$ cat config.mk
export PLATFORM = sky130hd
export DESIGN_NAME = hit_select
export DESIGN_NICKNAME = d
export VERILOG_FILES = /design/src/source/cache_address_pkg.sv /design/src/source/cache_geometry_pkg.sv /design/src/source/hit_select.sv
export SDC_FILE = /design/constraint.sdc
export NUM_CORES = 1
export LEC_CHECK = 0
export ABC_AREA = 1
export ABC_CLOCK_PERIOD_IN_PS = 4600
export BUFFER_PORTS_ARGS = -buffer_cell sky130_fd_sc_hd__buf_4
export CORE_AREA = 8 8 289 291
export DETAILED_ROUTE_END_ITERATION = 6
export DIE_AREA = 0 0 297 299
export MAX_ROUTING_LAYER = met4
export PLACE_DENSITY = 0.45
export SYNTH_ARGS = -nofsm -noshare
export SYNTH_HDL_FRONTEND = slang
export SYNTH_SLANG_ARGS = --single-unit
$ cat constraint.sdc
create_clock -name vclk -period 4.6
set_clock_uncertainty 0.15 [all_clocks]
set_input_delay 1.38 -clock vclk [all_inputs]
set_output_delay 1.38 -clock vclk [all_outputs]
set_load 0.03 [all_outputs]
$ cat src/source/cache_address_pkg.sv
`default_nettype none

package cache_address_pkg;

	// Byte address as seen on the cache port
	typedef logic [31:0] addr_t;

	typedef logic [21:0] tag_t;
	typedef logic [3:0] halt_tag_t;      // Low tag bits kept per way for halting
	typedef logic [2:0] set_index_t;
	typedef logic [2:0] offset_t;        // Byte within the line

	// Lowest bit of each field in addr_t
	localparam int OFFSET_LSB = 0;
	localparam int SET_LSB = 3;
	localparam int HALT_LSB = 6;
	localparam int TAG_LSB = 10;

endpackage

`default_nettype wire

$ cat src/source/cache_geometry_pkg.sv
`default_nettype none

package cache_geometry_pkg;

	localparam int NUM_WAYS = 8;
	localparam int NUM_SETS = 8;
	localparam int LINE_BYTES = 8;

	typedef logic [2:0] way_index_t;

	// One bit per way, bit 0 is way 0
	typedef logic [NUM_WAYS-1:0] way_mask_t;

	typedef logic [7:0] byte_t;
	typedef logic [LINE_BYTES*8-1:0] line_t;    // Byte 0 sits in the low bits

endpackage

`default_nettype wire

$ cat src/source/hit_select.sv
`timescale 1ns/1ns
`default_nettype none

module hit_select
(
	input wire cache_address_pkg::tag_t tag,
	input wire cache_address_pkg::offset_t offset,
	input wire read_signal,
	input wire write_signal,
	input wire cache_geometry_pkg::way_mask_t halt_match,
	input wire cache_geometry_pkg::way_mask_t set_valid,
	input wire cache_address_pkg::tag_t [cache_geometry_pkg::NUM_WAYS-1:0] set_tags,
	input wire cache_geometry_pkg::line_t [cache_geometry_pkg::NUM_WAYS-1:0] set_lines,
	output cache_geometry_pkg::way_mask_t hit_mask,
	output logic hit,
	output logic read_hit,
	output logic write_hit,
	output cache_geometry_pkg::byte_t read_data
);

	import cache_geometry_pkg::*;

	way_index_t hit_way;
	byte_t [LINE_BYTES-1:0] hit_bytes;

	// Halted ways drop out before the full tag compare
	always_comb
	begin
		for (int w = 0; w < NUM_WAYS; w++)
			hit_mask[w] = halt_match[w] & set_valid[w] & (set_tags[w] == tag);
	end

	assign hit = |hit_mask;
	assign read_hit = hit & read_signal;
	assign write_hit = hit & write_signal;

	// Lowest hitting way wins if more than one matches
	always_comb
	begin
		hit_way = '0;
		for (int w = NUM_WAYS - 1; w >= 0; w--)
		begin
			if (hit_mask[w])
				hit_way = way_index_t'(w);
		end
	end

	assign hit_bytes = set_lines[hit_way];
	assign read_data = hit ? hit_bytes[offset] : '0;

endmodule

`default_nettype wire

==> out/metrics.cfg <==
[outcome]
status = finished, violations left
violations = setup timing

[timing]
fin_crit_sh_pct = 124
finalWorstSetupSlack_ns = -1.11
rsz0062_at_grt = true
max_freq_mhz = 175
min_period_ns = 5.71
finalHoldViolations = 0
worst_pin_slew_ns = 0.555
relSlewSlack_pct = 62.7
setup_viol = 18
slew_viol_final = 0

[power]
switching_power_w = 0.000730
clkPwrFrac_pct = 0
p_comb_share_pct = 100.0
p_per_area_mw_per_mm2 = 65.7
swShare_pct = 46.7
internal_power_w = 0.000835
vdd_drop_max_uv = 58.1
leakage_nw = 11.7
pwr-share-seq_pct = 0
power_w = 0.00157

[floorplanning]
pin_count = 750
die_w_microns = 297
die_y_microns = 299
core_area_sq_mm = 0.0786
initial_core_util_pct = 12.3
fp.dieArea_sq_mm = 0.0888
rows = 103

[final_layout]
finalInstanceArea_sq_mm = 0.0238
area_delta_synth_final_pct = 147
final_nets = 3816
seq_area_sq_um = 0
drive_above_1_share_pct = 56.2
nClkBuffers = 0
nFlopsAndLatches = 0

[global_route]
gr-usage-met2_pct = 41.4
grt-busiest-layer = met2
grt_pass1_wl_mm = 148
antenna_found_initial = 42
grt_util_met3_pct = 5.39
gr-usage-met1_pct = 26.2
grt_use_total_pct = 23.5
grt_max_degree = 58
grt-ovfl-total = 0
first_global_vias = 19500

[routing]
final_antenna_net_count = 0
wire_per_inst_microns = 26.4
vias = 19100
drtIter0Drc = 1283
drc_errors = 0
routed_via_density = 4.58
wl_mm = 110
firstDrtPassIters = 5

[setup_path]
crit_top_cell = buf_12
critPathLaunchType = primary input
end_kind = output port
startpoint = tag[19]
critPathMaxFanout = 7
worstPathCellList = buf_6 -> buf_12 -> buf_6 -> o22ai_1 -> nor3_1 -> o2111ai_1 -> nor2_2 -> nand3_4 -> buf_12 -> nand2_4 -> nor3_4 -> buf_12 -> inv_6 -> buf_12 -> buf_12 -> buf_4 -> nand3_1 -> nand3_1 -> nand3_2 -> nand3_2 -> nand2_4 -> nor2_4 -> buf_6
path_class = in -> out
cp_slowest_cell = nor2_2
crit_required_ns = 3.07
crit_arrival_ns = 4.18
slowest_delay_ns = 0.21

[worst_hold_path]
min-delay-path-class = in -> out
min_from = read_signal

[clock_tree]
postCtsHoldBufs = 0

[synth]
syn_avg_cell_area_sq_um = 4.79
synthesis.nets = 2741
ys_seq_area_share_pct = 0
ys_types = 44
mappedNetlistArea_sq_mm = 0.00963
yosys_warnings = 0
synthCells = 2010

[placement]
hpwl_mm = 90.9
port_buffers = 750
gp_congestion = 0.951
place_area_sq_mm = 0.0192

[run]
drv_cap = 0

per-stage QoR:
stage	cells	worst slack (ns)	TNS (ns)	hold slack, ns	utilization, %
after floorplan	2010	-0.438	-3.78	2.81	-
after global placement	4041	-1.58	-16.97	2.99	24.5
after detailed placement	4041	-1.54	-16.55	2.99	24.5
after CTS	4117	-1.13	-11.89	2.97	28.5
after global routing	4167	-1.27	-14.17	3.00	30.3
final	4167	-1.11	-11.96	2.98	30.3
path summary, 6_finish.rpt:
| check | slack, ns | end | depth (start not counted) |
|---|---|---|---|
| setup / recovery | -1.11 | read_data[1] | 23 |
| hold / removal | 2.98 | read_hit | 3 |
layout by cell type, fill, tap and decap left out, types with 10 or more instances in the layout:
cell and n:
xnor2_1 17, inv_1 113, nand2_1 530, xor2_1 30, nand4_1 39, diode_2 34
or2_2 20, nor3_1 11, nand3_4 21, nand3_2 226, nor4_1 11, nor2_2 21
buf_6 79, buf_12 74, nand2_4 25, nor2_1 93, nor4_2 10, nor2_4 23
buf_8 23, buf_4 1024, nand2_2 84, nand3_1 436, o21ai_0 30, buf_16 18
cells in the mapped netlist, types with 2 or more instances:
library cell	number	area [sq um]
buf_1	8	30.0
nor2_1	137	514
o21ai_1	3	15.0
a21oi_1	4	20.0
nor3_1	15	75.1
clkbuf_1	22	82.6
a21boi_0	2	15.0
nand2_1	637	2390
nor3b_1	3	22.5
xor2_1	34	298
o22ai_1	8	50.1
nand3_2	2	20.0
or2_2	20	125
or3_1	2	12.5
inv_2	15	56.3
nor4b_1	8	70.1
xnor2_1	23	201
or4_1	2	15.0
o21ai_0	34	170
o2111ai_1	7	61.3
nand2_2	2	12.5
nand3b_1	4	30.0
or2_1	3	18.8
nand2_4	2	22.5
inv_1	124	465
o2bb2ai_1	2	17.5
nand3_1	681	3410
buf_6	27	304
nor4_2	2	25.0
buf_2	69	345
nor4_1	27	169
and3_1	5	31.3
buf_4	27	203
nand4_1	39	244
worst max-delay path, delay by kind of cell:
family | cells | cell delay [ns]
compound gates | 2 | 0.24
buf+inv | 10 | 1.23
simple gates | 11 | 1.30
routing by layer:
layer  share of wire (%)  up-vias
met4                 3.9        0
met2                  50      914
met1                  39     9047
met5                   0        -
met3                 7.1      166
li1                    -     8961
power by group through the flow:
stage / registers [W] / clock network, W / logic (W)
floorplan: 0 / 0 / 0.000432
global placement: 0 / 0 / 0.00137
detailed placement: 0 / 0 / 0.00137
CTS: 0 / 0 / 0.00149
global route: 0 / 0.000000000994 / 0.00166
finish: 0 / 0.000000000997 / 0.00157
timing repair:
action / in CTS / in global routing
buffers inserted: 59 / 16
resized for setup: 482 / 266
setup endpoints to repair: 19 / 19
pin swaps: 145 / 148
gates cloned: 22 / 6
layout make-up:
| type | count | area (sq um) |
|---|---|---|
| Inverter | 140 | 644 |
| Antenna cell | 34 | 85.1 |
| Timing Repair inverter | 1 | 16.3 |
| Tap cell | 1050 | 1310 |
| Timing Repair Buffer | 1226 | 11100 |
| Multi-Input combinational cell | 1716 | 10600 |
| Fill cell | 8939 | 54800 |
cells by family after synthesis:
kind of cell / synth area share [%]
and+or+nand+nor: 75.4
buffers and inverters: 15.7
AOI/OAI and AO/OA: 3.79
xor gates and xnor gates: 5.18
Power figures use the tool's default switching activity.
