File: src/source/cache_address_pkg.sv
`default_nettype none

package cache_address_pkg;

	// Byte address as seen on the cache port
	typedef logic [31:0] addr_t;

	typedef logic [21:0] tag_t;
	typedef logic [3:0] halt_tag_t;      // Low tag bits kept per way for halting
	typedef logic [2:0] set_index_t;
	typedef logic [2:0] offset_t;        // Byte within the line

	// Lowest bit of each field in addr_t
	localparam int OFFSET_LSB = 0;
	localparam int SET_LSB = 3;
	localparam int HALT_LSB = 6;
	localparam int TAG_LSB = 10;

endpackage

`default_nettype wire

File: src/source/cache_geometry_pkg.sv
`default_nettype none

package cache_geometry_pkg;

	localparam int NUM_WAYS = 8;
	localparam int NUM_SETS = 8;
	localparam int LINE_BYTES = 8;

	typedef logic [2:0] way_index_t;

	// One bit per way, bit 0 is way 0
	typedef logic [NUM_WAYS-1:0] way_mask_t;

	typedef logic [7:0] byte_t;
	typedef logic [LINE_BYTES*8-1:0] line_t;    // Byte 0 sits in the low bits

endpackage

`default_nettype wire

File: src/source/way_halt_filter.sv
`timescale 1ns/1ns
`default_nettype none

module way_halt_filter
(
	input wire clk,
	input wire reset,
	input wire cache_address_pkg::set_index_t set_index,
	input wire cache_address_pkg::halt_tag_t halt_tag,
	input wire cache_geometry_pkg::way_mask_t fill_mask,
	input wire update,
	output cache_geometry_pkg::way_mask_t halt_match,
	output logic halt_hit
);

	import cache_address_pkg::*;
	import cache_geometry_pkg::*;

	halt_tag_t halt_mem [NUM_SETS][NUM_WAYS];

	always_ff @(posedge clk)
	begin
		if (reset)
		begin
			for (int s = 0; s < NUM_SETS; s++)
			begin
				for (int w = 0; w < NUM_WAYS; w++)
					halt_mem[s][w] <= '0;
			end
		end
		else if (update)
		begin
			// The filled way learns the halt tag of the new line
			for (int w = 0; w < NUM_WAYS; w++)
			begin
				if (fill_mask[w])
					halt_mem[set_index][w] <= halt_tag;
			end
		end
	end

	// A way with a different halt tag cannot hit, so its tag compare is skipped
	always_comb
	begin
		for (int w = 0; w < NUM_WAYS; w++)
			halt_match[w] = (halt_mem[set_index][w] == halt_tag);
	end

	assign halt_hit = |halt_match;    // Valid bits are not considered here

endmodule

`default_nettype wire

File: config.mk
export PLATFORM = sky130hd
export DESIGN_NAME = way_halt_filter
export DESIGN_NICKNAME = d
export VERILOG_FILES = /design/src/source/cache_address_pkg.sv /design/src/source/cache_geometry_pkg.sv /design/src/source/way_halt_filter.sv
export SDC_FILE = /design/constraint.sdc
export NUM_CORES = 1
export LEC_CHECK = 0
export BUFFER_PORTS_ARGS = -buffer_cell sky130_fd_sc_hd__buf_2
export CAP_MARGIN = 20
export CORE_MARGIN = 3
export CORE_UTILIZATION = 30
export DETAILED_ROUTE_END_ITERATION = 12
export SLEW_MARGIN = 40
export SYNTH_ARGS = -nofsm -noshare
export SYNTH_HDL_FRONTEND = slang
export SYNTH_SLANG_ARGS = --single-unit
File: constraint.sdc
create_clock -name clk -period 4.5 [get_ports clk]
set_input_delay 0.9 -clock clk [delete_from_list [all_inputs] [get_ports clk]]
set_output_delay 0.9 -clock clk [all_outputs]
set_load 0.005 [all_outputs]
==> results of run 1 <==
## power breakdown
part | internal [mW] | leakage [nW] | switching [mW]
sequential | 2.76 | 2.44 | 0.0480
clock | 1.47 | 0.472 | 0.947
combinational | 0.222 | 2.12 | 0.279
## path summary, 6_finish.rpt
check	from	to	slack [ns]	depth (start not counted)
worst max-delay path	set_index[0]	halt_hit	0.47	9
worst min-delay path	halt_tag[3]	halt_mem[4][19]$_SDFFCE_PN0P_	0.95	2
## cells by family after synthesis
family / synth area share [%]
and+or+nand+nor: 19.71
xor gates and xnor gates: 2.226
AOI/OAI and AO/OA: 0.4968
DFF: 61.06
buffers and inverters: 2.842
muxes: 13.67
## per-stage QoR
stage               cell area [sq um]  power (mW)  hold slack, ns  worst slack [ns]
floorplan                       12590       3.188           1.427             1.116
global placement                13330       3.358           1.494            0.3618
detailed placement              13330       3.364           1.502            0.4394
CTS                             14310       5.778          0.9187            0.4446
global route                    14310       5.919          0.9415            0.3407
finish                          14310       5.724          0.9497            0.4691
## layer usage
layer	share of wire [%]	global-route usage [%]
met4	2.0	2.702
met5	0	0
met2	47	20.91
met1	47	18.78
met3	4.8	2.243
## critical path: stages
cell,delay [ns]
buf_2,0.12
buf_12,0.27
mux4_2,0.56
mux2i_1,0.19
xnor2_1,0.10
nor4_2,0.54
nor4_1,0.13
nand4bb_1,0.14
buf_2,0.13
## placed cells by master, fill, tap and decap left out, types with 2 or more instances in the layout
master	n
and2_1	256
and4_1	2
buf_12	4
buf_2	24
buf_4	31
bufinv_16	5
clkbuf_1	6
clkbuf_16	29
clkinv_1	5
clkinv_2	4
edfxtp_1	256
inv_6	3
mux2i_1	35
mux4_1	5
mux4_2	55
nand2_1	11
nand3_1	3
nand3b_1	2
nor2_1	66
nor2b_1	3
nor3_1	2
nor4_2	5
o21ai_1	2
or2_2	64
or3_1	2
xnor2_1	24
xor2_1	8
## area by class of cell
class | count | area, sq um | area share (%)
Tap cell | 532 | 665.6 | 4.653
Clock inverter | 18 | 222.7 | 1.557
Multi-Input combinational cell | 553 | 4544 | 31.77
Sequential cell | 256 | 7687 | 53.74
Inverter | 1 | 3.754 | 0.02624
Clock buffer | 35 | 748.2 | 5.230
Timing Repair Buffer | 59 | 432.9 | 3.026
==> impl_metrics.py, run 1 <==
metrics = {
    "timing": {
        "finalSetupViolations": 0,
        "period_needed_ns": 4.031,
        "fin_setup_tns_ns": 0,
        "rsz0062_at_grt": "false",
        "slew_headroom_pct": 46.24,
        "worst_pin_slew_ns": 0.8042,
        "layout_worst_path_cycle_share_pct": 89.58,
        "fmax_mhz": 248.1,
        "slew_violations": 0,
        "finalHoldViolCount": 0,
    },
    "critical_path": {
        "arrival_ns": 3.13,
        "cp-end-kind": "output pin",
        "path_class": "in -> out",
        "crit_required_ns": 3.60,
        "cp_max_fo": 40,
        "startpoint_type": "input port",
    },
    "power": {
        "power_density_nw_per_um2": 400.1,
        "vdd_drop_max_mv": 0.2783,
        "leakage_nw": 5.037,
    },
    "clock_network": {
        "cts_tree": "done",
        "cts_repair_resize_count": 0,
        "cts.clk_slew.worst_paths_ns": 0.06,
        "numCtsBuffers": 29,
        "htree_levels": 1,
        "cts_buffer_depth": 3,
        "clkSinkCount": 256,
        "cts-root-buf": "clkbuf_16",
        "postCtsSetupRepairBufs": 0,
        "hold_buffers": 0,
    },
    "finish": {
        "post-route-util_pct": 34.80,
        "fin_cells": 1454,
        "regMostFlops": "halt_mem",
        "fillCellCount": 3996,
        "layout-drive-gt1-share_pct": 24.84,
        "largest_register_ffs": 256,
        "top_regs": "halt_mem (256)",
        "diodes": 0,
        "syn_to_final_growth_pct": 13.63,
        "fin_nets": 918,
    },
    "synthesis": {
        "ys_types": 34,
        "synthArstFlopShare_pct": 0,
        "synth_edf_count": 256,
        "ys_seq_area_share_pct": 61.06,
        "synth_seq_cells": 256,
        "ys_top_cells_by_area": "edfxtp_1 61%, and2_1 13%, mux4_2 9.8%",
        "syn_nets": 891,
        "synth_top_cell_by_area": "edfxtp_1",
        "synth-main-ff-cell": "edfxtp_1",
        "syn_inst": 873,
        "syn_area_sq_um": 12590,
        "syn_area_per_cell_sq_um": 14.42,
        "synth_top_area_share_pct": 61.06,
        "ys_warn_count": 0,
        "synth_commonest_cells": "256 x and2_1, 256 x edfxtp_1, 66 x nor2_1",
    },
    "global_routing": {
        "grt_usage_pct": 13.03,
        "overflow": 0,
        "grt_pass1_wl_um": 44410,
        "antenna_found_initial": 0,
        "grt_pass1_vias": 7163,
        "grt_max_degree": 65,
    },
    "placement": {
        "finalWeightedCongestion": 0.7512,
        "hpwlAfterDp_um": 19000,
        "placed_cells": 1401,
        "portBuffers": 26,
    },
    "floorplanning": {
        "dieArea_sq_um": 44460,
        "core_area_sq_um": 41110,
        "placementRows": 74,
        "ios": 27,
        "start_util_pct": 30.62,
        "dieHeight_um": 210.9,
        "die_w_um": 210.9,
    },
    "detailed_routing": {
        "wl_per_cell_um": 19.76,
        "vias_per_cell": 4.770,
        "drt_pass1_iterations": 5,
        "drt-total-wl_um": 28730,
        "vias": 6935,
        "drtIter0Drc": 497,
        "drcViolationCount": 0,
        "ant_nets": 0,
    },
    "status": {
        "status": "finished clean",
    },
    "hold_path": {
        "hp-class": "in -> reg",
    },
    "flow_run": {
        "cap_violations": 0,
    },
}
Note: power is estimated with default switching activity, not from simulation.
==> run 2, diff against run 1 <==
Settings changed: PLACE_DENSITY set to 0.43.
==> impl_metrics.py, run 2 (same netlist as run 1, synthesis figures left out) <==
metrics = {
    "status": {
        "status": "finished clean",
    },
    "floorplanning": {
        "dieArea_sq_um": 44460,
        "die_w_um": 210.9,
        "placementRows": 74,
        "core_area_sq_um": 41110,
        "start_util_pct": 30.62,
        "ios": 27,
        "dieHeight_um": 210.9,
    },
    "finish": {
        "regMostFlops": "halt_mem",
        "final_area_sq_um": 14450,
        "fin_nets": 933,
        "fillCellCount": 3999,
        "largest_register_ffs": 256,
        "top_regs": "halt_mem (256)",
        "final_cell_mix": "256 x and2_1, 256 x edfxtp_1, 66 x nor2_1, 64 x or2_2, 55 x mux4_2",
        "layout-drive-gt1-share_pct": 25.78,
        "syn_to_final_growth_pct": 14.75,
        "diodes": 0,
    },
    "timing": {
        "layout_worst_path_cycle_share_pct": 94.07,
        "slew_violations": 0,
        "finalSetupViolations": 0,
        "slew_headroom_pct": 43.23,
        "fmax_mhz": 236.2,
        "period_needed_ns": 4.233,
        "worst_pin_slew_ns": 0.8492,
        "rsz0062_at_grt": "false",
        "finalHoldViolCount": 0,
    },
    "critical_path": {
        "path_class": "in -> out",
        "cp-end-kind": "output pin",
        "startpoint_type": "input port",
        "cp_max_fo": 29,
        "arrival_ns": 3.33,
        "crit_required_ns": 3.60,
    },
    "power": {
        "vdd_drop_max_mv": 0.2143,
        "power_density_nw_per_um2": 400.4,
        "power_mw": 5.784,
        "leakage_nw": 5.117,
    },
    "hold_path": {
        "hp-class": "in -> reg",
        "hold_start": "halt_tag[0]",
        "worstHoldPathCells": 2,
        "hold-path-endpoint": "halt_mem[3][0]$_SDFFCE_PN0P_",
    },
    "clock_network": {
        "cts.clk_slew.worst_paths_ns": 0.06,
        "numCtsBuffers": 30,
        "clkSinkCount": 256,
        "cts_tree": "done",
        "cts-root-buf": "clkbuf_16",
        "htree_levels": 1,
        "cts_buffer_depth": 3,
    },
    "global_routing": {
        "grt_pass1_vias": 7170,
        "overflow": 0,
        "antenna_found_initial": 0,
        "grt_pass1_wl_um": 48160,
        "grt_max_degree": 65,
        "grt_usage_pct": 14.70,
    },
    "placement": {
        "finalWeightedCongestion": 0.7492,
        "hpwlAfterDp_um": 21330,
        "portBuffers": 26,
        "place_area_sq_um": 13460,
    },
    "detailed_routing": {
        "vias": 6871,
        "wl_per_cell_um": 21.87,
        "drt_pass1_iterations": 5,
        "drcViolationCount": 0,
        "vias_per_cell": 4.684,
        "drt-total-wl_um": 32080,
        "ant_nets": 0,
        "drtIter0Drc": 394,
    },
    "flow_run": {
        "cap_violations": 0,
    },
}
## run 2: metrics by stage
step / worst slack [ns] / hold slack (ns) / utilization [%] / instances / TNS [ns]
4_1_cts: 0.02370 / 0.9460 / 35.12 / 1467 / 0
2_1_floorplan: 1.116 / 1.427 / - / 873 / 0
3_5_place_dp: 0.02819 / 1.559 / 32.75 / 1415 / 0
3_3_place_gp: -0.03116 / 1.570 / 32.73 / 1414 / -0.03116
5_1_grt: 0.09689 / 0.9646 / 35.14 / 1467 / 0
6_report: 0.2668 / 0.9809 / 35.14 / 1467 / 0
## run 2: metal layers
| layer | share of wire [%] | track usage, % | vias to the layer above |
|---|---|---|---|
| met4 | 1.9 | 3.510 | 0 |
| met5 | 0 | 0 | - |
| met2 | 46 | 23.01 | 120 |
| li1 | - | - | 3219 |
| met1 | 48 | 21.56 | 3494 |
| met3 | 3.9 | 2.362 | 38 |
## run 2: power by group
group	internal, mW	switching, mW
clock network	1.47	0.980
registers	2.76	0.0486
logic	0.234	0.291
## run 2: cell type report
type / instances / area, sq um / share of cell area (%)
tap: 532 / 665.6 / 4.608
timing repair buffer: 73 / 566.8 / 3.923
inverter: 1 / 3.754 / 0.02598
multi-input combinational: 553 / 4551 / 31.50
clock buffer: 37 / 798.3 / 5.526
clock inverter: 15 / 173.9 / 1.204
sequential: 256 / 7687 / 53.21
## run 2: repair_timing
item,4_1_cts,5_1_grt
hold buffers,0,0
resized for setup,0,1
setup endpoints to repair,0,1
buffers inserted,0,0
endpoints found under the hold margin,0,0
## run 2: critical path, cell delays in order
cell and delay, ns:
buf_4 0.44, mux4_1 0.62, mux2i_1 0.18, xnor2_1 0.16
nor4_2 0.08, buf_4 0.16, nor4_2 0.44, nand4bb_1 0.19
buf_2 0.16
## run 2: worst max path at each step
stage	start	end	slack, ns
3_3_place_gp	set_index[1]	halt_hit	-0.03
5_1_grt	set_index[1]	halt_hit	0.1
6_report	set_index[1]	halt_hit	0.27
4_1_cts	set_index[1]	halt_hit	0.02
2_1_floorplan	set_index[2]	halt_hit	1.12
3_5_place_dp	set_index[1]	halt_hit	0.03
