`src/source/cache_geometry_pkg.sv`:
```
`default_nettype none

package cache_geometry_pkg;

	localparam int NUM_WAYS = 8;
	localparam int NUM_SETS = 8;
	localparam int LINE_BYTES = 8;

	typedef logic [2:0] way_index_t;

	// One bit per way, bit 0 is way 0
	typedef logic [NUM_WAYS-1:0] way_mask_t;

	typedef logic [7:0] byte_t;
	typedef logic [LINE_BYTES*8-1:0] line_t;    // Byte 0 sits in the low bits

endpackage

`default_nettype wire

```
`src/source/replacement_control.sv`:
```
`timescale 1ns/1ns
`default_nettype none

module replacement_control
(
	input wire clk,
	input wire reset,
	input wire read_signal,
	input wire write_signal,
	input wire cache_geometry_pkg::way_mask_t set_valid,
	input wire cache_geometry_pkg::way_mask_t hit_mask,
	output cache_geometry_pkg::way_mask_t fill_mask,
	output logic update
);

	import cache_geometry_pkg::*;

	// Global matrix shared by all sets, row r set means way r was used after others
	way_mask_t lru [NUM_WAYS];
	way_mask_t row_empty;
	way_index_t victim;
	way_index_t hit_way;
	way_index_t touched;
	logic any_hit;

	assign any_hit = |hit_mask;

	// Everything except a read hit writes the arrays
	assign update = (read_signal | write_signal) & ~(read_signal & any_hit);

	always_comb
	begin
		for (int r = 0; r < NUM_WAYS; r++)
			row_empty[r] = ~|lru[r];    // An all zero row marks the least recently used way
	end

	always_comb
	begin
		victim = '0;
		hit_way = '0;
		for (int w = NUM_WAYS - 1; w >= 0; w--)
		begin
			if (row_empty[w])
				victim = way_index_t'(w);
		end
		// Invalid ways override the matrix choice
		for (int w = NUM_WAYS - 1; w >= 0; w--)
		begin
			if (!set_valid[w])
				victim = way_index_t'(w);
			if (hit_mask[w])
				hit_way = way_index_t'(w);
		end
	end

	assign touched = any_hit ? hit_way : victim;
	assign fill_mask = update ? (way_mask_t'(1'b1) << touched) : '0;

	always_ff @(posedge clk)
	begin
		if (reset)
		begin
			for (int r = 0; r < NUM_WAYS; r++)
				lru[r] <= '0;
		end
		else if (update)
		begin
			for (int r = 0; r < NUM_WAYS; r++)
			begin
				if (way_index_t'(r) == touched)
					lru[r] <= ~fill_mask;      // Own row to ones, own bit stays clear
				else
					lru[r][touched] <= 1'b0;
			end
		end
	end

endmodule

`default_nettype wire

```
`config.mk`:
```
export PLATFORM = sky130hd
export DESIGN_NAME = replacement_control
export DESIGN_NICKNAME = d
export VERILOG_FILES = /design/src/source/cache_geometry_pkg.sv /design/src/source/replacement_control.sv
export SDC_FILE = /design/constraint.sdc
export NUM_CORES = 1
export LEC_CHECK = 0
export BUFFER_PORTS_ARGS = -buffer_cell sky130_fd_sc_hd__buf_2
export CORE_MARGIN = 8
export CORE_UTILIZATION = 50
export CTS_CLUSTER_SIZE = 25
export DETAILED_ROUTE_END_ITERATION = 8
export PLACE_DENSITY = 0.69
export SLEW_MARGIN = 5
export SYNTH_ARGS = -nofsm -noshare
export SYNTH_HDL_FRONTEND = slang
export SYNTH_SLANG_ARGS = --single-unit
```
`constraint.sdc`:
```
create_clock -name clk -period 6.83 [get_ports clk]
set_input_delay 2.049 -clock clk [delete_from_list [all_inputs] [get_ports clk]]
set_output_delay 2.049 -clock clk [all_outputs]
set_load 0.02 [all_outputs]
```
==> reports/results.txt, run 1 <==
Dividing the final minimum period by the clock period gives 95.31%. Setup violations remaining at the end of the flow were counted as 0. The chip height was 99.36 µm; the clock-pin slew reported for the worst setup and hold paths after clock tree synthesis was 0.08 ns.

The first-pass GRT wire length was 14060 µm. For this run, the share of the core covered by cells in the final layout is 58.39%. For this run, the leading register cell type out of synthesis is sky130_fd_sc_hd__edfxtp_1. Setup slack closes at 0.3205 ns. Clock skew on the completed layout was measured at 0.007985 ns. For this block, the routed nets add up to 8775 µm of wire. Of all flip-flops after synthesis, the portion carrying an async set or reset was 0%. For the final routed database, the setup TNS stands at 0 ns. The worst setup path is captured at an output port. For met2 alone, demand over resource in global routing was 29.65%. The HPWL after detailed placement was 5949 µm; the maximum count of clock buffers along a single path was 2.

The net switching power was 0.2469 mW; the via count was 2741. The hold buffer count at cts came out at 0. The region available for standard cell placement spans 0.006756 mm². Gates resized during post-CTS repair numbered 0.

In the layout the commonest cells are sky130_fd_sc_hd__edfxtp_1 (64), sky130_fd_sc_hd__o21ai_0 (46), sky130_fd_sc_hd__nor2_1 (42), sky130_fd_sc_hd__buf_2 (28), sky130_fd_sc_hd__nand2_1 (21). Number of synthesized flops with an enable pin: 64. Per report_power, the clock group accounts for 41.3% of the total. In the final layout, the registers with the most flip-flops are lru x64. For met3 alone, demand over resource in global routing was 4.190%.

The clock sink total is 64, and the pin slew with the least headroom to its limit is 0.9208 ns. The flow ran to the end, and the final reports show no timing, DRC or antenna violations. The cell leakage power came out at 1.350 nW. The register with the most flip-flops in the layout has 64 of them. From left edge to right edge, the die measures 99.36 µm. The routed wirelength normalized by instance count was 20.03 µm; the depth of the CTS H-tree was 3. The logs give 422 for the total instance count after detailed placement and 10.6% for the part of the power in combinational logic.

For the number of antenna violations at the first check in global routing, the log shows 0. For this run, design rule violations remaining after detail routing come to 0. After synthesis the cells add up to 0.003475 mm².

The run gives 4.78 ns as the required time reported for the critical path endpoint. The number of iterations in the first detailed-routing pass is 5. met2 is the most crowded layer. A synthesized cell averages 10.79 µm².

Counting I/O delays and the setup requirement, the final critical path takes 6.509 ns. The boundary pin count is 29, and the effective utilization at floorplan is 51.43%. The congestion estimate from routability-driven global placement came to 0.8465. Once detail routing completed, the nets flagged for antenna violations numbered 0. The synthesized netlist contains 44 unique library cells. Once the clock tree was built, the setup fixing pass inserted 0 buffers. Input and output buffers added on the ports amount to 28. The number of violations reported at the end of detailed-routing iteration 0 was 294; the via count of the first global-routing pass was 2751. Path class of the lowest-slack min-delay path: reg -> reg.

The power density of the placed cells is 249.7 mW/mm². The tools report the antenna diode count as 0. TritonCTS built the clock tree. The tools report the hold violation total from the final report as 0.

The worst-case IR drop observed on VDD is 0.1403 mV. Setup repair after global routing left no endpoint under its margin. OpenSTA, run right after detailed placement, puts the worst setup slack at 0.3446 ns. Headroom to the max-slew limit came out at 38.43%.

Leaving out fill and tap cells, the most frequent cell in the layout is sky130_fd_sc_hd__edfxtp_1. At the later pin of the worst-skew pair, clock insertion delay measures 0.35 ns. The tools report the kind of start point of the critical path as an input pin. The switching power share of the total came out at 25.06%. Sequential cells were found to cover 55.31% of the synthesized design area. From synthesis to final layout, the design area changed by 13.54%. The die area was 0.009872 mm².

Entering global routing, the biggest net connects 52 pins. Cells with a size suffix above 1 make up 23.18% of the layout. CTS placed an instance of sky130_fd_sc_hd__clkbuf_8 at the clock tree root.

The run gives 22.13% as the met1 layer usage reported by global route. Worst hold margin: 1.359 ns. The total clock buffers created by CTS is 9, and the total routing usage reported by global routing is 18.32%. The run gives 438 as the final cell count without fillers. Register containing the most flip-flops in the final layout: lru. Counting flops and latches in the post-synthesis netlist gives 64. After technology mapping, the gate count stands at 322. The tools report the net count of the finished layout as 373.

The internal portion of total power came out at 0.7384 mW. In this run the core area contains 30 standard-cell rows. The run gives 0 as the total congestion overflow after global routing.

The logs give 0.001922 mm² for the sequential cell area and 0.001420 mm² for the total area of multi-input combinational cells. The per-cell via count in the routed design was 6.258. The maximum operating frequency is 0.1536 GHz. The Yosys step of the flow raised 0 warnings. The highest net fanout along the worst path came out at 29. The tool flagged a number of max-cap violations equal to 0. The tools report the data arrival time at the worst-slack endpoint as 4.46 ns.

By startpoint and endpoint, the worst setup path is classified as in -> out. After filler insertion, the fill cell instance count of the layout stands at 603. The logs give 0 for the number of max-slew violations in the final report and 48.1% for the share of total power in sequential cells.
[synth_stat cells (2+ instances only)]
cell type / count / share of area (%)
sky130_fd_sc_hd__a211o_1: 4 / 1.0
sky130_fd_sc_hd__a21o_1: 4 / 0.86
sky130_fd_sc_hd__a21oi_1: 15 / 2.2
sky130_fd_sc_hd__a221o_1: 2 / 0.58
sky130_fd_sc_hd__a311o_1: 2 / 0.58
sky130_fd_sc_hd__a31o_1: 2 / 0.50
sky130_fd_sc_hd__buf_2: 7 / 1.0
sky130_fd_sc_hd__buf_6: 3 / 0.97
sky130_fd_sc_hd__clkbuf_1: 15 / 1.6
sky130_fd_sc_hd__edfxtp_1: 64 / 55
sky130_fd_sc_hd__inv_1: 4 / 0.43
sky130_fd_sc_hd__nand2_1: 21 / 2.3
sky130_fd_sc_hd__nand2_2: 2 / 0.36
sky130_fd_sc_hd__nand4_1: 3 / 0.54
sky130_fd_sc_hd__nor2_1: 42 / 4.5
sky130_fd_sc_hd__nor2_2: 2 / 0.36
sky130_fd_sc_hd__nor2b_1: 2 / 0.36
sky130_fd_sc_hd__nor3_1: 15 / 2.2
sky130_fd_sc_hd__nor3_2: 10 / 2.9
sky130_fd_sc_hd__nor4_1: 10 / 1.8
sky130_fd_sc_hd__nor4_4: 3 / 1.8
sky130_fd_sc_hd__o21ai_0: 46 / 6.6
sky130_fd_sc_hd__o21ai_1: 7 / 1.0
sky130_fd_sc_hd__o31ai_1: 3 / 0.65
sky130_fd_sc_hd__o41a_1: 2 / 0.65
sky130_fd_sc_hd__o41ai_4: 2 / 1.6
sky130_fd_sc_hd__or4_1: 8 / 1.7
sky130_fd_sc_hd__or4_4: 2 / 0.65
sky130_fd_sc_hd__xnor2_1: 5 / 1.3
[power groups by stage]
stage	logic [mW]	registers (mW)	clock network, mW
global placement	0.101	0.482	0
finish	0.104	0.474	0.407
detailed placement	0.102	0.483	0
global route	0.114	0.477	0.420
CTS	0.103	0.474	0.407
floorplan	0.0722	0.478	0
[area by class of cell]
cell class | count | share of cell area [%]
clock buffer | 9 | 3.140
clock inverter | 7 | 3.013
inverter | 4 | 0.3806
multi-input combinational | 232 | 36.00
sequential | 64 | 48.72
tap | 80 | 2.537
timing repair buffer | 42 | 6.216
[metrics by stage]
stage	power [mW]	area [µm²]
after global placement	0.5827	3702
final	0.9853	3945
after global routing	1.010	3945
after detailed placement	0.5854	3702
after CTS	0.9849	3945
after floorplan	0.5502	3493
[logic make-up after synthesis]
| group | synth area share (%) |
|---|---|
| simple gates | 20.13 |
| compound gates | 18.54 |
| flops | 55.31 |
| buf+inv | 4.357 |
| xor+xnor | 1.260 |
| mux | 0.2881 |
| other cells | 0.1079 |
[worst paths after layout]
kind | from | end | slack (ns) | depth (start not counted)
worst max register to register | lru[1][5]$_SDFFCE_PP0P_ | lru[1][1]$_SDFFCE_PP0P_ | 3.39 | 8
worst min register to register | lru[0][10]$_SDFFCE_PP0P_ | lru[0][14]$_SDFFCE_PP0P_ | 1.36 | 6
worst max-delay path | hit_mask[5] | fill_mask[2] | 0.32 | 9
worst min-delay path | lru[0][10]$_SDFFCE_PP0P_ | lru[0][14]$_SDFFCE_PP0P_ | 1.36 | 6
[worst max-delay path, cell delays in order]
cell	delay [ns]
sky130_fd_sc_hd__buf_2	0.11
sky130_fd_sc_hd__or4_4	0.58
sky130_fd_sc_hd__nor2_4	0.17
sky130_fd_sc_hd__nand2_2	0.10
sky130_fd_sc_hd__or4_4	0.57
sky130_fd_sc_hd__o21a_4	0.35
sky130_fd_sc_hd__nand2_1	0.27
sky130_fd_sc_hd__nor2_1	0.08
sky130_fd_sc_hd__buf_2	0.16
[routing by layer]
| metal | part of all wire, % | routed length (µm) |
|---|---|---|
| met5 | 0 | 0 |
| met4 | 3.1 | 268 |
| met3 | 7.0 | 611 |
| met2 | 49 | 4314 |
| met1 | 41 | 3581 |
No activity file was read; power rests on OpenSTA's default activity.
==> inputs of run 2 (changes only) <==
--- a/constraint.sdc
+++ b/constraint.sdc
@@ -3,2 +3,2 @@
 set_output_delay 2.049 -clock clk [all_outputs]
-set_load 0.02 [all_outputs]
+set_load 0.1 [all_outputs]
==> run 2 against run 1 <==
  * Non-clock buffer count is 1 lower
  * Register-to-register slack worse by 0.19 ns
  * Clock power is 25% lower
  * Largest cell class unchanged
  * Via count is 2.3% lower
  * Flip-flop and latch count stayed put
  * Critical path type unchanged
  * Highest routed layer unchanged
==> reports/results.txt, run 2 (synthesis results as in run 1) <==
The tightest slew margin relative to the limit was 31.42% (-7.0 points). TritonCTS built the clock tree. The total non-filler cell area in the finished layout came out at 0.004016 mm² (+1.8%). The count of input and output buffers is 28 (unchanged), and the clock-pin slew reported for the worst setup and hold paths after clock tree synthesis is 0.06 ns (-0.02 ns). The run gives 0 (unchanged) as the number of nets with antenna violations after routing. The run gives 0 (unchanged) as the total congestion overflow after global routing. The reported max-cap violation count is 0 (unchanged), and the power density of the placed cells is 222.7 mW/mm² (-11%). The via count of the first global-routing pass came out at 2605 (-5.3%). The synthesis-to-finish area growth is 15.59%. The logs give 0 (unchanged) for the number of antenna violations at the first check in global routing and 1.345 nW (-0.36%) for the cell leakage power. The run finished with clean final reports.

The chip height works out to 99.36 µm (unchanged). The tools report the cell at the root of the clock tree as sky130_fd_sc_hd__clkbuf_8. The depth of the CTS H-tree is 3 (unchanged), and the final weighted congestion of routability-driven global placement is 0.8359 (-1.3%). The run gives 1.352 ns (-0.007500 ns) as the worst hold margin.

Number of setup buffers added after CTS: 0 (unchanged). Highest net fanout along the worst path: 29 (unchanged). The required time reported for the critical path endpoint came out at 4.78 ns (about the same).

The tools report the number of max-slew violations in the final report as 0 (unchanged). The maximum operating frequency was 0.1529 GHz (-0.49%). The maximum count of clock buffers along a single path came out at 2 (unchanged). Nature of the critical path endpoint: an output port.

Layer with the highest usage after global routing: met2. The net count of the finished layout was 372 (-0.27%). The met2 usage in global routing was 28.20% (-1.4 points). Met3 global-route usage: 3.631% (-0.56 points).

The logs give 5 (unchanged) for the number of iterations in the first detailed-routing pass and 0.1226 mV (-13%) for the maximum VDD drop. The met1 layer usage reported by global route was 23.12% (+1.0 points). The post-place instance area was 0.003842 mm² (+3.8%); the die area was 0.009872 mm² (unchanged). Kind of start point of the critical path: an input pin.

The via count is 2678 (-2.3%), and the placement row count is 30 (unchanged). For the final core utilization, the log shows 59.44% (+1.1 points). The pin slew with the least headroom to its limit came out at 1.021 ns (+0.1005 ns). The total power was 0.8946 mW (-9.2%); the horizontal extent of the die was 99.36 µm (unchanged). The effective utilization at floorplan came out at 51.43% (unchanged). The total instance count after detailed placement came out at 421 (-0.24%).

The tools report the antenna diode count as 0 (unchanged). For the hold violation total from the final report, the log shows 0 (unchanged). The HPWL after detailed placement is 5816 µm (-2.2%). The boundary pin count was 29 (unchanged). The flip-flop count of the largest register, all copies and words added is 64 (unchanged). Setup repair after global routing left no endpoint under its margin. The most common cell after layout, fill and taps aside was sky130_fd_sc_hd__edfxtp_1. The tools report the first-pass GRT wire length as 13440 µm (-4.4%). The fraction of the cycle the final worst path needs was 95.78% (+0.47 points); the final period demand of the worst path was 6.542 ns (+0.03214 ns). The logs give 0.005336 ns (-0.002648 ns) for the largest clock skew in the final design and 0 (unchanged) for the number of gates resized after CTS.

The final critical-path setup slack was 0.2884 ns (-0.03214 ns). The number of failing setup endpoints in the final timing report is 0 (unchanged), and the remaining design rule violation count is 0 (unchanged). The run gives 0.3052 ns (-0.03931 ns) as the worst slack at placement.

The maximum number of pins on one net before global-route repair is 52 (unchanged). The class of the most critical setup path is in -> out. For the hold buffer count at cts, the log shows 0 (unchanged).

The overall routed net length came out at 8482 µm (-3.3%). The tools report the reg2reg setup slack as 3.20 ns (-0.19 ns). The number of violations reported at the end of detailed-routing iteration 0 came out at 261 (-11%). The per-cell via count in the routed design came out at 6.156 (-1.6%). The ratio of cells with drive above 1 in the final layout was 23.94% (+0.76 points). For the total routing usage reported by global routing, the log shows 17.90% (-0.42 points). The largest registers in the layout are lru x64. The library cells used most frequently in the layout, excluding fill and tap cells, are sky130_fd_sc_hd__edfxtp_1 (64), sky130_fd_sc_hd__o21ai_0 (46), sky130_fd_sc_hd__nor2_1 (39), sky130_fd_sc_hd__nand2_1 (21), sky130_fd_sc_hd__buf_2 (20). For the clock sink total, the log shows 64 (unchanged). The tools report the data arrival time at the worst-slack endpoint as 4.49 ns (+0.03 ns). The final cell count without fillers was 435 (-0.68%); the final sum of negative setup slack was 0 ns (unchanged).

Routed wirelength normalized by instance count: 19.50 µm (-2.7%). The register containing the most flip-flops in the final layout was lru. For the total clock buffers created by CTS, the log shows 9 (unchanged). The run gives 0.006756 mm² (unchanged) as the core region area. The clock insertion delay at the later pin of the skew report came out at 0.35 ns (about the same).

The path class of the tightest hold or removal check is reg -> reg.
## run 2: cell types whose count changed in the layout (fill, tap and decap cells not counted), moves of 2 or more
cell,delta
sky130_fd_sc_hd__buf_12,+8
sky130_fd_sc_hd__buf_2,-8
sky130_fd_sc_hd__bufinv_16,-2
sky130_fd_sc_hd__nor2_1,-3
sky130_fd_sc_hd__nor2_2,+3
sky130_fd_sc_hd__nor3_1,-2
## run 2: layout make-up
type	count	area, µm²
fillers	563	2740
flip-flops and latches	64	1922
multi-input cells	232	1448
repair buffers	41	357.8
clock buffers	9	123.9
well taps	80	100.1
clock inverters	5	50.05
inverters	4	15.01
## run 2: path summary, 6_finish.rpt
check / depth (start not counted) / startpoint / to
setup / recovery: 9 / hit_mask[6] / fill_mask[2]
hold / removal: 6 / lru[0][10]$_SDFFCE_PP0P_ / lru[0][8]$_SDFFCE_PP0P_
setup reg to reg: 8 / lru[1][5]$_SDFFCE_PP0P_ / lru[0][29]$_SDFFCE_PP0P_
hold reg to reg: 6 / lru[0][10]$_SDFFCE_PP0P_ / lru[0][8]$_SDFFCE_PP0P_
## run 2: power by group
part | leakage [nW] | total (mW) | internal, mW | switching (mW)
sequential | 0.623 | 0.473 | 0.465 | 0.00824
clock | 0.0860 | 0.307 | 0.161 | 0.146
combinational | 0.636 | 0.114 | 0.0324 | 0.0820
## run 2: critical path, stage by stage
cell	delay [ns]
sky130_fd_sc_hd__buf_2	0.11
sky130_fd_sc_hd__or4_4	0.59
sky130_fd_sc_hd__nor2_4	0.14
sky130_fd_sc_hd__nand2_2	0.10
sky130_fd_sc_hd__or4_4	0.55
sky130_fd_sc_hd__o21a_4	0.37
sky130_fd_sc_hd__nand2_1	0.29
sky130_fd_sc_hd__nor2_2	0.10
sky130_fd_sc_hd__buf_12	0.18
## run 2: metal layers
metal | share of wire, % | vias to the layer above | wire (µm)
met1 | 43 | 1297 | 3636
met4 | 2.2 | 0 | 188
li1 | - | 1275 | -
met3 | 5.5 | 17 | 470
met5 | 0 | - | 0
met2 | 49 | 89 | 4187
==> inputs of run 3 (changes only) <==
--- a/config.mk
+++ b/config.mk
@@ -7,2 +7,3 @@
 export LEC_CHECK = 0
+export ABC_CLOCK_PERIOD_IN_PS = 6830
 export BUFFER_PORTS_ARGS = -buffer_cell sky130_fd_sc_hd__buf_2
==> constraint.sdc (replaced) <==
create_clock -name clk -period 6.83 [get_ports clk]
set_input_delay 1.366 -clock clk [delete_from_list [all_inputs] [get_ports clk]]
set_output_delay 1.366 -clock clk [all_outputs]
set_load 0.1 [all_outputs]
==> run 3 against run 2 <==
  * Maximum frequency up 16%
  * Die area unchanged
  * Flip-flop and latch count unchanged
  * Sequential share of layout area up 2.1 points
  * Non-clock buffer count down 9
  * Via count down 0.30%
  * Final area down 4.2%
  * Highest routed layer unchanged
==> reports/results.txt, run 3 (synthesis results as in run 1) <==
Ratio of cells with drive above 1 in the final layout: 21.26% (-2.7 points). The run finished with clean final reports. The run gives 2670 (-0.30%) as the via count. The boundary pin count was 29 (unchanged). The register containing the most flip-flops in the final layout was lru. The number of max-slew violations in the final report was 0 (unchanged); the maximum single-stage delay on the critical path was 0.75 ns (+0.16 ns).

Count of input and output buffers: 28 (unchanged). The chip height was 99.36 µm (unchanged). The run gives 0.003846 mm² (-4.2%) as the total non-filler cell area in the finished layout.

Path class of the lowest-slack min-delay path: reg -> reg. Setup repair after global routing left no endpoint under its margin. The run gives 11.3% (-1.5 points) as the part of the power in combinational logic. The tightest slew margin relative to the limit is 36.57% (+5.1 points), and the die area is 0.009872 mm² (unchanged).

The required time reported for the critical path endpoint was 5.46 ns (+0.68 ns). The internal portion of total power is 0.6982 mW (+6.0%). The fraction of the cycle the final worst path needs is 82.37% (-13 points), and the number of violations reported at the end of detailed-routing iteration 0 is 221 (-15%).

The number of antenna violations at the first check in global routing is 0 (unchanged). The net switching power was 0.2443 mW (+3.5%). TritonCTS built the clock tree. The source of the critical timing path is hit_mask[0]. The per-cell via count in the routed design is 6.238 (+1.3%), and the final cell count without fillers is 428 (-1.6%). The run gives 2 (unchanged) as the maximum count of clock buffers along a single path. The overall routed net length is 8285 µm (-2.3%), and the switching power share of the total is 25.92% (-0.47 points). The largest registers in the layout are lru x64. The reg2reg setup slack was 3.22 ns (+0.02 ns).

The logs give 0 (unchanged) for the total congestion overflow after global routing and 30 (unchanged) for the placement row count. The run gives 0 (unchanged) as the hold violation total from the final report. The horizontal extent of the die is 99.36 µm (unchanged). The worst hold margin came out at 1.380 ns (+0.02777 ns). Following the worst setup path forward leads to its endpoint at fill_mask[4]. The final core utilization came out at 56.93% (-2.5 points).

The highest net fanout along the worst path was 16 (-45%); the final period demand of the worst path was 5.626 ns (-0.9159 ns). For the total instance count after detailed placement, the log shows 412 (-2.1%). Walking the worst path, the cells encountered are buf_2, or4_1, nor2_1, o41a_1, nand2_1, nor2_1, buf_2.

The maximum VDD drop was 0.1422 mV (+16%); the reported max-cap violation count was 0 (unchanged). For the depth of the CTS H-tree, the log shows 3 (unchanged). Routed wirelength normalized by instance count: 19.36 µm (-0.73%).

The power density of the placed cells was 245.0 mW/mm² (+10%). The core region area is 0.006756 mm² (unchanged). The run gives 50.2% (-2.7 points) as the share of total power in sequential cells.

The run gives 0 (unchanged) as the remaining design rule violation count. Class of the most critical setup path: in -> out. The antenna diode count came out at 0 (unchanged). The tools report the via count of the first global-routing pass as 2607 (+0.077%).

For the number of nets with antenna violations after routing, the log shows 0 (unchanged). The maximum operating frequency came out at 0.1778 GHz (+16%). Effective utilization at floorplan: 51.43% (unchanged). The tools report the clock insertion delay at the later pin of the skew report as 0.35 ns (about the same). The run gives 38.5% (+4.2 points) as the portion of total power attributed to the clock network. For this design, the slowest cell found on the critical path is sky130_fd_sc_hd__o41a_1.

The number of cells on the critical path came out at 7 (-2). In this run the critical register-to-register path is launched from lru[1][21]$_SDFFCE_PP0P_. The net count of the finished layout was 363 (-2.4%). The flip-flop count of the largest register, all copies and words added works out to 64 (unchanged). The total routing usage reported by global routing was 17.73% (-0.17 points); the number of setup buffers added after CTS was 0 (unchanged). The worst register-to-register path ends at lru[0][29]$_SDFFCE_PP0P_.

The tools report the total clock buffers created by CTS as 9 (unchanged). The clock-pin slew reported for the worst setup and hold paths after clock tree synthesis was 0.08 ns (+0.02 ns); the first-pass GRT wire length was 13480 µm (+0.25%). The total area of multi-input combinational cells was 0.001420 mm² (-1.9%). STA classifies the critical path startpoint as an input pin.

The maximum number of pins on one net before global-route repair was 43 (-17%); the depth of the most critical reg-to-reg path was 7 (-1). The buffers plus inverters on the worst setup path is 2 (unchanged), and the number of failing setup endpoints in the final timing report is 0 (unchanged). The number of gates resized after CTS is 0 (unchanged), and the clock sink total is 64 (unchanged). The logs give 601 (+6.7%) for the fill cell instance count of the final layout and 1.293 nW (-3.9%) for the cell leakage power. For the final sum of negative setup slack, the log shows 0 ns (unchanged).

Post-place instance area: 0.003627 mm² (-5.6%). In this design, the largest share of critical-path delay is due to simple AND/OR/NAND/NOR gates. STA classifies the critical path endpoint as an output port. The tools report the hold buffer count at cts as 0 (unchanged).

Synthesis-to-finish area growth: 10.70%. The tools report the largest clock skew in the final design as 0.01097 ns (+0.005635 ns). The run gives 5 (unchanged) as the number of iterations in the first detailed-routing pass.

The tools report the cell at the root of the clock tree as sky130_fd_sc_hd__clkbuf_8. The data arrival time at the worst-slack endpoint is 4.26 ns (-0.23 ns). In the layout the commonest cells are sky130_fd_sc_hd__edfxtp_1 (64), sky130_fd_sc_hd__o21ai_0 (46), sky130_fd_sc_hd__nor2_1 (42), sky130_fd_sc_hd__buf_2 (28), sky130_fd_sc_hd__nand2_1 (21). The tools report the final weighted congestion of routability-driven global placement as 0.8152 (-2.5%). The HPWL after detailed placement is 5739 µm (-1.3%), and the pin slew with the least headroom to its limit is 0.9447 ns (-0.07665 ns). Most common cell after layout, fill and taps aside: sky130_fd_sc_hd__edfxtp_1. Sequential cell area: 0.001922 mm² (unchanged).
run 3: cell types whose count changed in the layout (fill, tap and decap cells not counted), moves of 3 or more:
cell and delta:
sky130_fd_sc_hd__buf_4 -9, sky130_fd_sc_hd__buf_2 +8, sky130_fd_sc_hd__buf_12 -8, sky130_fd_sc_hd__nor2_1 +3, sky130_fd_sc_hd__nor2_2 -3
run 3: power by group through the flow:
stage          clock network, mW  logic (mW)  registers, mW
4_1_cts                    0.368       0.106          0.474
5_1_grt                    0.379       0.117          0.476
6_report                   0.363       0.106          0.473
3_5_place_dp                   0       0.106          0.482
3_3_place_gp                   0       0.104          0.481
2_1_floorplan                  0      0.0791          0.478
run 3: worst min-delay path by stage:
stage	slack, ns	cells past startpoint	to	start
floorplan	1.16	6	lru[1][5]$_SDFFCE_PP0P_	lru[0][6]$_SDFFCE_PP0P_
global placement	1.33	5	lru[0][15]$_SDFFCE_PP0P_	lru[0][19]$_SDFFCE_PP0P_
detailed placement	1.35	5	lru[0][14]$_SDFFCE_PP0P_	lru[0][18]$_SDFFCE_PP0P_
CTS	1.37	5	lru[0][14]$_SDFFCE_PP0P_	lru[0][18]$_SDFFCE_PP0P_
global route	1.46	5	lru[0][11]$_SDFFCE_PP0P_	lru[0][19]$_SDFFCE_PP0P_
finish	1.38	5	lru[0][14]$_SDFFCE_PP0P_	lru[0][18]$_SDFFCE_PP0P_
run 3: per-stage QoR:
step	setup WS [ns]	power, mW
finish	1.204	0.9425
global route	1.032	0.9716
CTS	1.212	0.9477
detailed placement	1.234	0.5879
global placement	1.347	0.5849
floorplan	0.1206	0.5572
run 3: metal layers:
layer | up-vias | track usage, % | share of wire [%]
li1 | 1261 | - | -
met1 | 1301 | 22.31 | 42
met2 | 99 | 29.39 | 51
met3 | 9 | 3.212 | 5.4
met4 | 0 | 7.101 | 1.2
met5 | - | 0 | 0
run 3: area by class of cell:
| type | instances | area share (%) |
|---|---|---|
| flip-flops and latches | 64 | 49.97 |
| well taps | 80 | 2.602 |
| repair buffers | 32 | 4.424 |
| clock inverters | 7 | 2.472 |
| clock buffers | 9 | 3.221 |
| inverters | 4 | 0.3904 |
| multi-input cells | 232 | 36.92 |
run 3: worst reg2reg max path, stage by stage (launching register included):
cell and delay, ns:
sky130_fd_sc_hd__edfxtp_1 0.38, sky130_fd_sc_hd__or4_1 0.59, sky130_fd_sc_hd__nor2_1 0.19, sky130_fd_sc_hd__a21oi_1 0.07, sky130_fd_sc_hd__a211oi_1 0.46, sky130_fd_sc_hd__o41a_1 0.74, sky130_fd_sc_hd__xnor2_1 0.49, sky130_fd_sc_hd__o31ai_1 0.38
